[src/hififo_settings.svh]
`ifndef HIFIFO_SETTINGS_SVH
`define HIFIFO_SETTINGS_SVH

// data words per outgoing memory-write packet
`define HIFIFO_BURST_WORDS 4

// to-host FIFO depth in 64-bit words
`define HIFIFO_TPC_DEPTH 16

// PIO byte offsets, register picked by address bits 12..3
`define HIFIFO_REG_ADDR    13'h000
`define HIFIFO_REG_COUNT   13'h008
`define HIFIFO_REG_HOLDOFF 13'h010
`define HIFIFO_REG_SENT    13'h018

`endif
[src/hififo_pkg.sv]
package hififo_pkg;

   // packet kind, beat 0 bits 63..56
   typedef enum logic [7:0] {
      KIND_MRD  = 8'h00,
      KIND_MWR  = 8'h40,
      KIND_CPLD = 8'h4A
   } tlp_kind_t;

   // host read request waiting for an answer
   typedef struct packed {
      logic [7:0]  tag;
      logic [15:0] id;
      logic [12:0] addr;
   } pio_req_t;

   // completion handed to the transmitter
   typedef struct packed {
      logic [7:0]  tag;
      logic [15:0] id;
      logic [63:0] data;
   } cpl_t;

   typedef enum logic [1:0] {
      IDLE,
      ARMED,
      BURST,
      HOLDOFF
   } ctrl_state_t;

endpackage

[src/hififo_wr_if.sv]
`timescale 1ns/100ps

interface hififo_wr_if;

   // burst request, controller to tx
   logic        wr_valid;
   logic [63:0] wr_addr;
   logic        wr_ready;

   // FIFO head and pop
   logic        rd_en;
   logic [63:0] rd_data;

   // controller also watches pops to count words sent
   modport ctrl (output wr_valid, output wr_addr, input wr_ready, input rd_en);

   modport tx (input wr_valid, input wr_addr, output wr_ready, output rd_en,
               input rd_data);

   modport fifo (input rd_en, output rd_data);

endinterface

[src/hififo_pcie.sv]
`timescale 1ns/100ps
`include "hififo_settings.svh"

module hififo_pcie (
   input  logic        clock,
   input  logic        arst_n,
   input  logic [15:0] pci_id,
   output logic        interrupt_out,
   input  logic        s_axis_tx_tready,
   output logic [63:0] s_axis_tx_tdata,
   output logic        s_axis_tx_tlast,
   output logic        s_axis_tx_tvalid,
   input  logic        m_axis_rx_tvalid,
   input  logic        m_axis_rx_tlast,
   input  logic [63:0] m_axis_rx_tdata,
   input  logic [63:0] tpc0_data,
   input  logic        tpc0_write,
   output logic        tpc0_ready,
   output logic        pio_write_valid,
   output logic [63:0] pio_write_data,
   output logic [12:0] pio_address
);
   import hififo_pkg::*;

   pio_req_t rx_read_req;
   logic     rx_read_valid;
   cpl_t     tx_cpl;
   logic     tx_cpl_valid;
   logic     tx_cpl_done;
   logic     timer_load;
   logic     [31:0] holdoff;
   logic     [$clog2(`HIFIFO_TPC_DEPTH):0] fifo_level;

   hififo_wr_if wr_if ();

   // PIO writes go out on the pio ports and into the registers
   pcie_rx rx (
      .clock       (clock),
      .arst_n      (arst_n),
      .tvalid      (m_axis_rx_tvalid),
      .tlast       (m_axis_rx_tlast),
      .tdata       (m_axis_rx_tdata),
      .write_valid (pio_write_valid),
      .address     (pio_address),
      .data        (pio_write_data),
      .read_valid  (rx_read_valid),
      .read_req    (rx_read_req)
   );

   hififo_controller hififo_controller (
      .clock         (clock),
      .arst_n        (arst_n),
      .write_valid   (pio_write_valid),
      .address       (pio_address),
      .data          (pio_write_data),
      .read_valid    (rx_read_valid),
      .read_req      (rx_read_req),
      .cpl_valid     (tx_cpl_valid),
      .cpl           (tx_cpl),
      .cpl_done      (tx_cpl_done),
      .fifo_level    (fifo_level),
      .timer_load    (timer_load),
      .holdoff       (holdoff),
      .timer_expired (interrupt_out),
      .wr            (wr_if.ctrl)
   );

   hififo_timer timer (
      .clock   (clock),
      .arst_n  (arst_n),
      .load    (timer_load),
      .holdoff (holdoff),
      .expired (interrupt_out)
   );

   hififo_tpc_fifo tpc0_fifo (
      .clock      (clock),
      .arst_n     (arst_n),
      .fifo_data  (tpc0_data),
      .fifo_write (tpc0_write),
      .fifo_ready (tpc0_ready),
      .level      (fifo_level),
      .rd         (wr_if.fifo)
   );

   pcie_tx tx (
      .clock     (clock),
      .arst_n    (arst_n),
      .pcie_id   (pci_id),
      .cpl_valid (tx_cpl_valid),
      .cpl       (tx_cpl),
      .cpl_done  (tx_cpl_done),
      .tx_tready (s_axis_tx_tready),
      .tx_tdata  (s_axis_tx_tdata),
      .tx_tlast  (s_axis_tx_tlast),
      .tx_tvalid (s_axis_tx_tvalid),
      .wr        (wr_if.tx)
   );

endmodule

[src/hififo_tpc_fifo.sv]
`timescale 1ns/100ps
`include "hififo_settings.svh"

module hififo_tpc_fifo (
   input  logic                                 clock,
   input  logic                                 arst_n,
   input  logic [63:0]                          fifo_data,
   input  logic                                 fifo_write,
   output logic                                 fifo_ready,
   output logic [$clog2(`HIFIFO_TPC_DEPTH):0]   level,
   hififo_wr_if.fifo                            rd
);

   localparam int DEPTH = `HIFIFO_TPC_DEPTH;
   localparam int AW    = $clog2(DEPTH);

   logic [63:0]   mem [DEPTH];
   logic [AW-1:0] wr_ptr;
   logic [AW-1:0] rd_ptr;
   logic          push;
   logic          pop;

   assign fifo_ready = (level != DEPTH);
   assign push       = fifo_write && fifo_ready;
   assign pop        = rd.rd_en;
   // head falls through
   assign rd.rd_data = mem[rd_ptr];

   always_ff @(posedge clock or negedge arst_n) begin
      if (!arst_n) begin
         wr_ptr <= '0;
         rd_ptr <= '0;
         level  <= '0;
      end else begin
         if (push) begin
            wr_ptr <= wr_ptr + 1'b1;
         end
         if (pop) begin
            rd_ptr <= rd_ptr + 1'b1;
         end
         case ({push, pop})
            2'b10:   level <= level + 1'b1;
            2'b01:   level <= level - 1'b1;
            default: level <= level;
         endcase
      end
   end

   always_ff @(posedge clock) begin
      if (push) begin
         mem[wr_ptr] <= fifo_data;
      end
   end

   // pointer distance agrees with the level count
   a_level_match: assert property (@(posedge clock) disable iff (!arst_n)
      level[AW-1:0] == wr_ptr - rd_ptr);

   // tx only pops words the controller has already seen
   a_no_underflow: assert property (@(posedge clock) disable iff (!arst_n)
      rd.rd_en |-> level != 0);

endmodule

[src/hififo_timer.sv]
`timescale 1ns/100ps

module hififo_timer (
   input  logic        clock,
   input  logic        arst_n,
   input  logic        load,
   input  logic [31:0] holdoff,
   output logic        expired
);

   logic [31:0] count;
   logic        active;

   always_ff @(posedge clock or negedge arst_n) begin
      if (!arst_n) begin
         count   <= 32'd0;
         active  <= 1'b0;
         expired <= 1'b0;
      end else begin
         expired <= 1'b0;
         if (load) begin
            count  <= holdoff;
            active <= 1'b1;
         end else if (active) begin
            // one pulse, then idle until the next load
            if (count == 32'd0) begin
               expired <= 1'b1;
               active  <= 1'b0;
            end else begin
               count <= count - 32'd1;
            end
         end
      end
   end

endmodule

[src/hififo_controller.sv]
`timescale 1ns/100ps
`include "hififo_settings.svh"

module hififo_controller (
   input  logic                                 clock,
   input  logic                                 arst_n,
   input  logic                                 write_valid,
   input  logic [12:0]                          address,
   input  logic [63:0]                          data,
   input  logic                                 read_valid,
   input  hififo_pkg::pio_req_t                 read_req,
   output logic                                 cpl_valid,
   output hififo_pkg::cpl_t                     cpl,
   input  logic                                 cpl_done,
   input  logic [$clog2(`HIFIFO_TPC_DEPTH):0]   fifo_level,
   output logic                                 timer_load,
   output logic [31:0]                          holdoff,
   input  logic                                 timer_expired,
   hififo_wr_if.ctrl                            wr
);
   import hififo_pkg::*;

   localparam logic [12:0] REG_ADDR    = `HIFIFO_REG_ADDR;
   localparam logic [12:0] REG_COUNT   = `HIFIFO_REG_COUNT;
   localparam logic [12:0] REG_HOLDOFF = `HIFIFO_REG_HOLDOFF;
   localparam logic [12:0] REG_SENT    = `HIFIFO_REG_SENT;
   localparam logic [31:0] BURST_LEN   = `HIFIFO_BURST_WORDS;
   localparam logic [63:0] BURST_BYTES = `HIFIFO_BURST_WORDS * 8;

   ctrl_state_t state;
   logic [63:0] base_addr;
   logic [63:0] burst_off;
   logic [31:0] count;
   logic [31:0] pop_left;
   logic [31:0] sent;
   logic [31:0] count_in;
   logic [63:0] read_data;
   logic        burst_ok;

   // count rounded up to whole bursts
   assign count_in = (data[31:0] + BURST_LEN - 32'd1) & ~(BURST_LEN - 32'd1);

   // enough unclaimed words: level minus words granted but not yet popped
   assign burst_ok = (count != 32'd0) && (32'(fifo_level) + count >= pop_left + BURST_LEN);

   assign wr.wr_addr = base_addr + burst_off;

   always_comb begin
      case (read_req.addr[12:3])
         REG_ADDR[12:3]:    read_data = base_addr;
         REG_COUNT[12:3]:   read_data = {32'd0, count};
         REG_HOLDOFF[12:3]: read_data = {32'd0, holdoff};
         REG_SENT[12:3]:    read_data = {32'd0, sent};
         default:           read_data = 64'd0;
      endcase
   end

   always_ff @(posedge clock or negedge arst_n) begin
      if (!arst_n) begin
         state       <= IDLE;
         base_addr   <= 64'd0;
         burst_off   <= 64'd0;
         count       <= 32'd0;
         pop_left    <= 32'd0;
         sent        <= 32'd0;
         holdoff     <= 32'd0;
         wr.wr_valid <= 1'b0;
         timer_load  <= 1'b0;
         cpl_valid   <= 1'b0;
      end else begin
         timer_load <= 1'b0;
         if (write_valid && address[12:3] == REG_ADDR[12:3]) begin
            base_addr <= data;
         end
         if (write_valid && address[12:3] == REG_HOLDOFF[12:3]) begin
            holdoff <= data[31:0];
         end
         if (wr.rd_en) begin
            sent     <= sent + 32'd1;
            pop_left <= pop_left - 32'd1;
         end

         case (state)
            IDLE: begin
               if (write_valid && address[12:3] == REG_COUNT[12:3] && data[31:0] != 32'd0) begin
                  count     <= count_in;
                  pop_left  <= count_in;
                  sent      <= 32'd0;
                  burst_off <= 64'd0;
                  state     <= ARMED;
               end
            end
            ARMED: begin
               // final word gone, start holdoff
               if (wr.rd_en && pop_left == 32'd1) begin
                  timer_load <= 1'b1;
                  state      <= HOLDOFF;
               end else if (burst_ok) begin
                  wr.wr_valid <= 1'b1;
                  state       <= BURST;
               end
            end
            BURST: begin
               if (wr.wr_ready) begin
                  wr.wr_valid <= 1'b0;
                  count       <= count - BURST_LEN;
                  burst_off   <= burst_off + BURST_BYTES;
                  state       <= ARMED;
               end
            end
            HOLDOFF: begin
               if (timer_expired) begin
                  state <= IDLE;
               end
            end
            default: state <= IDLE;
         endcase

         if (read_valid) begin
            cpl_valid <= 1'b1;
         end else if (cpl_done) begin
            cpl_valid <= 1'b0;
         end
      end
   end

   always_ff @(posedge clock) begin
      if (read_valid) begin
         cpl <= '{tag: read_req.tag, id: read_req.id, data: read_data};
      end
   end

   // host keeps a single read outstanding
   a_one_read: assert property (@(posedge clock) disable iff (!arst_n)
      read_valid |-> !cpl_valid);

endmodule

[src/pcie_tx.sv]
`timescale 1ns/100ps
`include "hififo_settings.svh"

module pcie_tx (
   input  logic             clock,
   input  logic             arst_n,
   input  logic [15:0]      pcie_id,
   input  logic             cpl_valid,
   input  hififo_pkg::cpl_t cpl,
   output logic             cpl_done,
   input  logic             tx_tready,
   output logic [63:0]      tx_tdata,
   output logic             tx_tlast,
   output logic             tx_tvalid,
   hififo_wr_if.tx          wr
);
   import hififo_pkg::*;

   // header, address, then data words
   localparam int MWR_BEATS = 2 + `HIFIFO_BURST_WORDS;

   logic [2:0]  beat;
   logic        is_cpl;
   logic [63:0] beat_q;
   logic [63:0] next_q;
   logic        adv;
   logic        boundary;
   logic        start_cpl;
   logic        start_wr;
   logic        data_phase;

   assign adv       = !tx_tvalid || tx_tready;
   assign boundary  = !tx_tvalid || tx_tlast;
   // completion wins at a packet boundary
   assign start_cpl = adv && boundary && cpl_valid;
   assign wr.wr_ready = adv && boundary && !cpl_valid;
   assign start_wr  = wr.wr_ready && wr.wr_valid;
   assign cpl_done  = start_cpl;

   // data beats come straight off the FIFO head
   assign data_phase = !is_cpl && beat > 3'd1;
   assign tx_tdata   = data_phase ? wr.rd_data : beat_q;
   assign wr.rd_en   = tx_tvalid && tx_tready && data_phase;

   always_ff @(posedge clock or negedge arst_n) begin
      if (!arst_n) begin
         tx_tvalid <= 1'b0;
         tx_tlast  <= 1'b0;
         beat      <= 3'd0;
         is_cpl    <= 1'b0;
      end else if (adv) begin
         if (boundary) begin
            tx_tvalid <= start_cpl || start_wr;
            tx_tlast  <= 1'b0;
            beat      <= 3'd0;
            is_cpl    <= start_cpl;
         end else begin
            beat     <= beat + 3'd1;
            tx_tlast <= is_cpl || (beat == MWR_BEATS - 2);
         end
      end
   end

   always_ff @(posedge clock) begin
      if (start_cpl) begin
         beat_q <= {KIND_CPLD, cpl.tag, pcie_id, cpl.id, 16'h0000};
         next_q <= cpl.data;
      end else if (start_wr) begin
         beat_q <= {KIND_MWR, 8'h00, pcie_id, 32'h0000_0000};
         next_q <= wr.wr_addr;
      end else if (adv && !boundary && beat == 3'd0) begin
         beat_q <= next_q;
      end
   end

   // the FIFO head must hold while the core stalls us
   a_tx_stable: assert property (@(posedge clock) disable iff (!arst_n)
      tx_tvalid && !tx_tready |=> tx_tvalid && $stable(tx_tdata) && $stable(tx_tlast));

endmodule

[src/pcie_rx.sv]
`timescale 1ns/100ps

module pcie_rx (
   input  logic                 clock,
   input  logic                 arst_n,
   input  logic                 tvalid,
   input  logic                 tlast,
   input  logic [63:0]          tdata,
   output logic                 write_valid,
   output logic [12:0]          address,
   output logic [63:0]          data,
   output logic                 read_valid,
   output hififo_pkg::pio_req_t read_req
);
   import hififo_pkg::*;

   logic        first_beat;
   logic [7:0]  hdr_kind;
   logic [12:0] hdr_addr;

   always_ff @(posedge clock or negedge arst_n) begin
      if (!arst_n) begin
         first_beat  <= 1'b1;
         write_valid <= 1'b0;
         read_valid  <= 1'b0;
      end else begin
         write_valid <= 1'b0;
         read_valid  <= 1'b0;
         if (tvalid) begin
            first_beat <= tlast;
            if (first_beat) begin
               // a host read is a lone header beat
               if (tdata[63:56] == KIND_MRD && tlast) begin
                  read_valid <= 1'b1;
               end
            end else if (hdr_kind == KIND_MWR) begin
               write_valid <= 1'b1;
            end
         end
      end
   end

   // header fields and payload
   always_ff @(posedge clock) begin
      if (tvalid && first_beat) begin
         hdr_kind <= tdata[63:56];
         hdr_addr <= tdata[12:0];
         read_req <= '{tag: tdata[55:48], id: tdata[47:32], addr: tdata[12:0]};
      end
      if (tvalid && !first_beat) begin
         address <= hdr_addr;
         data    <= tdata;
      end
   end

endmodule

[config.mk]
export PLATFORM = sky130hd
export DESIGN_NAME = hififo_pcie
export DESIGN_NICKNAME = d
export VERILOG_FILES = /design/src/hififo_pkg.sv /design/src/hififo_wr_if.sv /design/src/hififo_pcie.sv /design/src/hififo_tpc_fifo.sv /design/src/hififo_timer.sv /design/src/hififo_controller.sv /design/src/pcie_tx.sv /design/src/pcie_rx.sv
export VERILOG_INCLUDE_DIRS = /design/src
export SDC_FILE = /design/constraint.sdc
export NUM_CORES = 2
export LEC_CHECK = 0
export BUFFER_PORTS_ARGS = -buffer_cell sky130_fd_sc_hd__buf_2
export CAP_MARGIN = 20
export CORE_ASPECT_RATIO = 1.4
export CORE_MARGIN = 3
export CORE_UTILIZATION = 25
export CTS_CLUSTER_SIZE = 12
export DETAILED_ROUTE_END_ITERATION = 8
export GPL_TIMING_DRIVEN = 0
export HOLD_SLACK_MARGIN = 0.05
export SKIP_LAST_GASP = 1
export SYNTH_ARGS = -nofsm -noshare
export SYNTH_HDL_FRONTEND = slang
export SYNTH_HIERARCHICAL = 1
export SYNTH_SLANG_ARGS = --single-unit
[constraint.sdc]
create_clock -name clock -period 8 [get_ports clock]
set_input_delay 1.6 -clock clock [delete_from_list [all_inputs] [get_ports clock]]
set_output_delay 1.6 -clock clock [all_outputs]
set_load 0.005 [all_outputs]
==> flow_summary.ini <==
[status]
outcome = completed

[cts]
clockBufferDepth = 3
cts_tree = built
cts-resized-gates = 0
cts_root_buf = clkbuf_16
cts-buffers-inserted = 175
cts_hold_buf = 0
cts_max_level = 4
worstSkewPairLatency_ns = 0.84
cts.sinks = 1672
post_cts_buffers = 0
clkSlewWorstSetupHoldPaths_ns = 0.06

[power_and_ir_drop]
internal_power_mw = 16.2
p_clk_share_pct = 34.6
cellPowerDensity_mw_per_mm2 = 259
pwr-share-seq_pct = 46.6
combPwrFrac_pct = 18.8
p_sw_mw = 6.16
p_leak_nw = 30.0
swShare_pct = 27.5
ir_drop_mv = 0.215
p_total_mw = 22.4

[finish]
drive_gt1_share_pct = 23.4
final_cell_area_mm2 = 0.0864
area_delta_synth_final_pct = 18.4
nNetsFinal = 5491

[placed_design]
placed_area_mm2 = 0.0809
hpwl_mm = 174
portBuffers = 295
gp_congestion = 0.896

[worst_setup_path]
cp.arrival_ns = 4.14
critical_path.max_stage_delay_ns = 0.75
endpoint_kind = output pin
path_cells = buf_2 -> buf_2 -> buf_1 -> mux4_2 -> a22oi_1 -> nand2_1 -> mux2_2 -> buf_2
crit_family = buffers and inverters
startpoint_type = flop
cp.required_ns = 6.40
cp.buffers_inverters = 4
rrSetupSlack_ns = 3.04
path_max_fanout = 10
slowest_stage = buf_1
cpMostUsedCell = buf_2
crit_type = reg -> out

[drt]
finalWirelength_mm = 232
drc = 0
wl_per_cell_um = 25.1
dr_wl_met3_mm = 15.6
drtAntennaViolNets = 0
met2_length_mm = 119
wl_met1_mm = 89.9
via_count = 45000
via_per_inst = 4.86
dr.pass1.iters = 6
maxUsedRoutingLayer = met5
dr.first_iter.drc_count = 4286

[sta]
slew_violations = 0
fmax_mhz = 174
worstMarginPinSlew_ns = 1.10
period_share_pct = 71.8
setup_viol = 0
fin_worst_skew_ns = 0.0706
setup-tns-final_ns = 0
layout_min_cycle_time_ns = 5.74
slew_headroom_pct = 26.9
hold_violations = 0
rsz0062_at_grt = no

[worst_hold_path]
holdCritPathClass = reg -> reg

[synth]
netlist_area_mm2 = 0.0730
synth_edf_count = 1338
netlist_instances = 4666
ys_ff_latch = 1672
syn_nets = 4931
yosysSeqAreaShare_pct = 66.4
synth_top_flop_cell = edfxtp_1
ys_async_sr_fraction_pct = 18.5
yosysWarnings = 6
syn_area_per_cell_um2 = 15.6
synth_cell_types = 95

[floorplan]
pin_count = 296
core_area_mm2 = 0.290
die_y_um = 645
fp-row-count = 234
die_x_um = 463
dieArea_mm2 = 0.298
start_util_pct = 25.1

[global_routing]
grt_max_degree = 112
grt_pass1_wl_mm = 329
grt_usage_pct = 15.0
grt_antenna_before_repair = 50
grt_pass1_vias = 45200
grt-ovfl-total = 0

[flow_run]
cap_violations = 0
-- routing by layer --
metal / up-vias / track usage, %
li1: 19400 / -
met1: 23400 / 18.3
met2: 1725 / 26.7
met3: 389 / 2.81
met4: 12 / 5.08
met5: - / 0
-- registers in the layout, summed over array words and instances (netlist names), 2 cells and up --
name                         flops
hififo_controller/cpl           88
hififo_controller/burst_off     59
rx/hdr_kind                      8
tx/beat_q                       64
rx/address                      13
rx/hdr_addr                     13
hififo_controller/base_addr     64
tpc0_fifo/wr_ptr                 4
tpc0_fifo/mem                 1024
tx/beat                          3
hififo_controller/count         30
hififo_controller/state          2
hififo_controller/holdoff       32
hififo_controller/sent          32
tpc0_fifo/level                  5
rx/read_req                     24
tpc0_fifo/rd_ptr                 4
tx/next_q                       64
timer/count                     32
hififo_controller/pop_left      32
rx/data                         64
-- through the flow --
step	cells	util [%]	worst slack (ns)	hold WS [ns]
after floorplan	4666	-	0.993	0.400
after global routing	9250	29.7	2.14	0.399
after detailed placement	8942	27.9	3.02	0.405
after CTS	9244	29.7	2.13	0.403
after global placement	8855	27.3	-4.66	0.402
final	9263	29.7	2.26	0.391
-- synth_stat cells, types with 49 or more instances --
cell	count	share of area (%)
nor2_1	230	1.2
nor3_1	79	0.54
xnor2_1	130	1.6
dfrtp_1	309	11
and2_1	49	0.42
nand2_1	250	1.3
ha_1	115	2.0
mux4_2	286	8.8
nand4_1	59	0.51
mux2_4	49	1.0
a22oi_1	133	1.4
nand3_1	114	0.78
nor4_1	57	0.49
a21oi_1	196	1.3
edfxtp_1	1338	55
o21ai_0	156	1.1
mux2_2	177	2.7
xor2_1	126	1.5
clkbuf_1	150	0.77
and3_1	63	0.54
inv_1	65	0.33
-- cells by family after synthesis --
| kind of cell | share of synthesized area, % |
|---|---|
| adder cells (fa/ha/maj) | 1.97 |
| XOR/XNOR | 3.07 |
| buffers and inverters | 2.14 |
| multiplexers | 12.7 |
| AO/OA/AOI/OAI | 6.52 |
| AND/OR/NAND/NOR | 7.27 |
| other | 0.00514 |
| flip-flops | 66.4 |
-- power groups by stage --
stage / combinational [mW] / sequential (mW) / clock [mW]
3_5_place_dp: 4.31 / 10.6 / 0
4_1_cts: 4.32 / 10.4 / 7.93
2_1_floorplan: 2.44 / 10.5 / 0
6_report: 4.21 / 10.4 / 7.75
3_3_place_gp: 4.00 / 10.7 / 0
5_1_grt: 4.49 / 10.5 / 8.26
-- placed cells by master, fill, tap and decap left out, drive strengths merged, types with 62 or more instances in the layout --
| master | count |
|---|---|
| xor2 | 126 |
| xnor2 | 130 |
| buf | 492 |
| nor4 | 62 |
| a22oi | 133 |
| nand3 | 114 |
| o21ai | 165 |
| and3 | 63 |
| nand2 | 251 |
| nor2 | 231 |
| mux2 | 226 |
| dfrtp | 309 |
| mux4 | 286 |
| edfxtp | 1338 |
| nor3 | 81 |
| inv | 69 |
| a21oi | 196 |
| clkbuf | 391 |
| ha | 115 |
-- path summary, 6_finish.rpt --
path                                      from                         endpoint  depth (start not counted)
max                        tpc0_fifo/rd_ptr[1]              s_axis_tx_tdata[13]                          8
min                            rx/read_req[25]        hififo_controller/cpl[76]                          0
max reg2reg                         tx/beat[1]   hififo_controller/pop_left[23]                         15
min reg2reg                    rx/read_req[25]        hififo_controller/cpl[76]                          0
max in group asynchronous               arst_n                   rx/write_valid                          3
min in group asynchronous               arst_n  hififo_controller/base_addr[46]                          1
-- worst reg2reg max path: stages, from the launching register on --
cell	delay (ns)
dfrtp_1	0.36
inv_1	0.08
ha_1	0.17
o21bai_1	0.15
a21oi_1	0.19
buf_2	0.60
buf_4	0.41
and3_1	0.84
nor4b_1	0.63
nand3_1	0.39
or2_1	0.33
clkbuf_1	0.17
nor4_1	0.24
xor2_1	0.17
nor2_1	0.05
a21oi_1	0.16
-- layout make-up --
class / instances / area (um2)
buffer: 259 / 1310
tap: 3894 / 4870
sequential: 1672 / 48400
multi-input combinational: 2668 / 23100
antenna: 18 / 45.0
timing repair buffer: 383 / 2930
fill: 28900 / 204000
clock buffer: 241 / 4740
inverter: 67 / 251
clock inverter: 61 / 693
(Power assumes the default switching activity.)
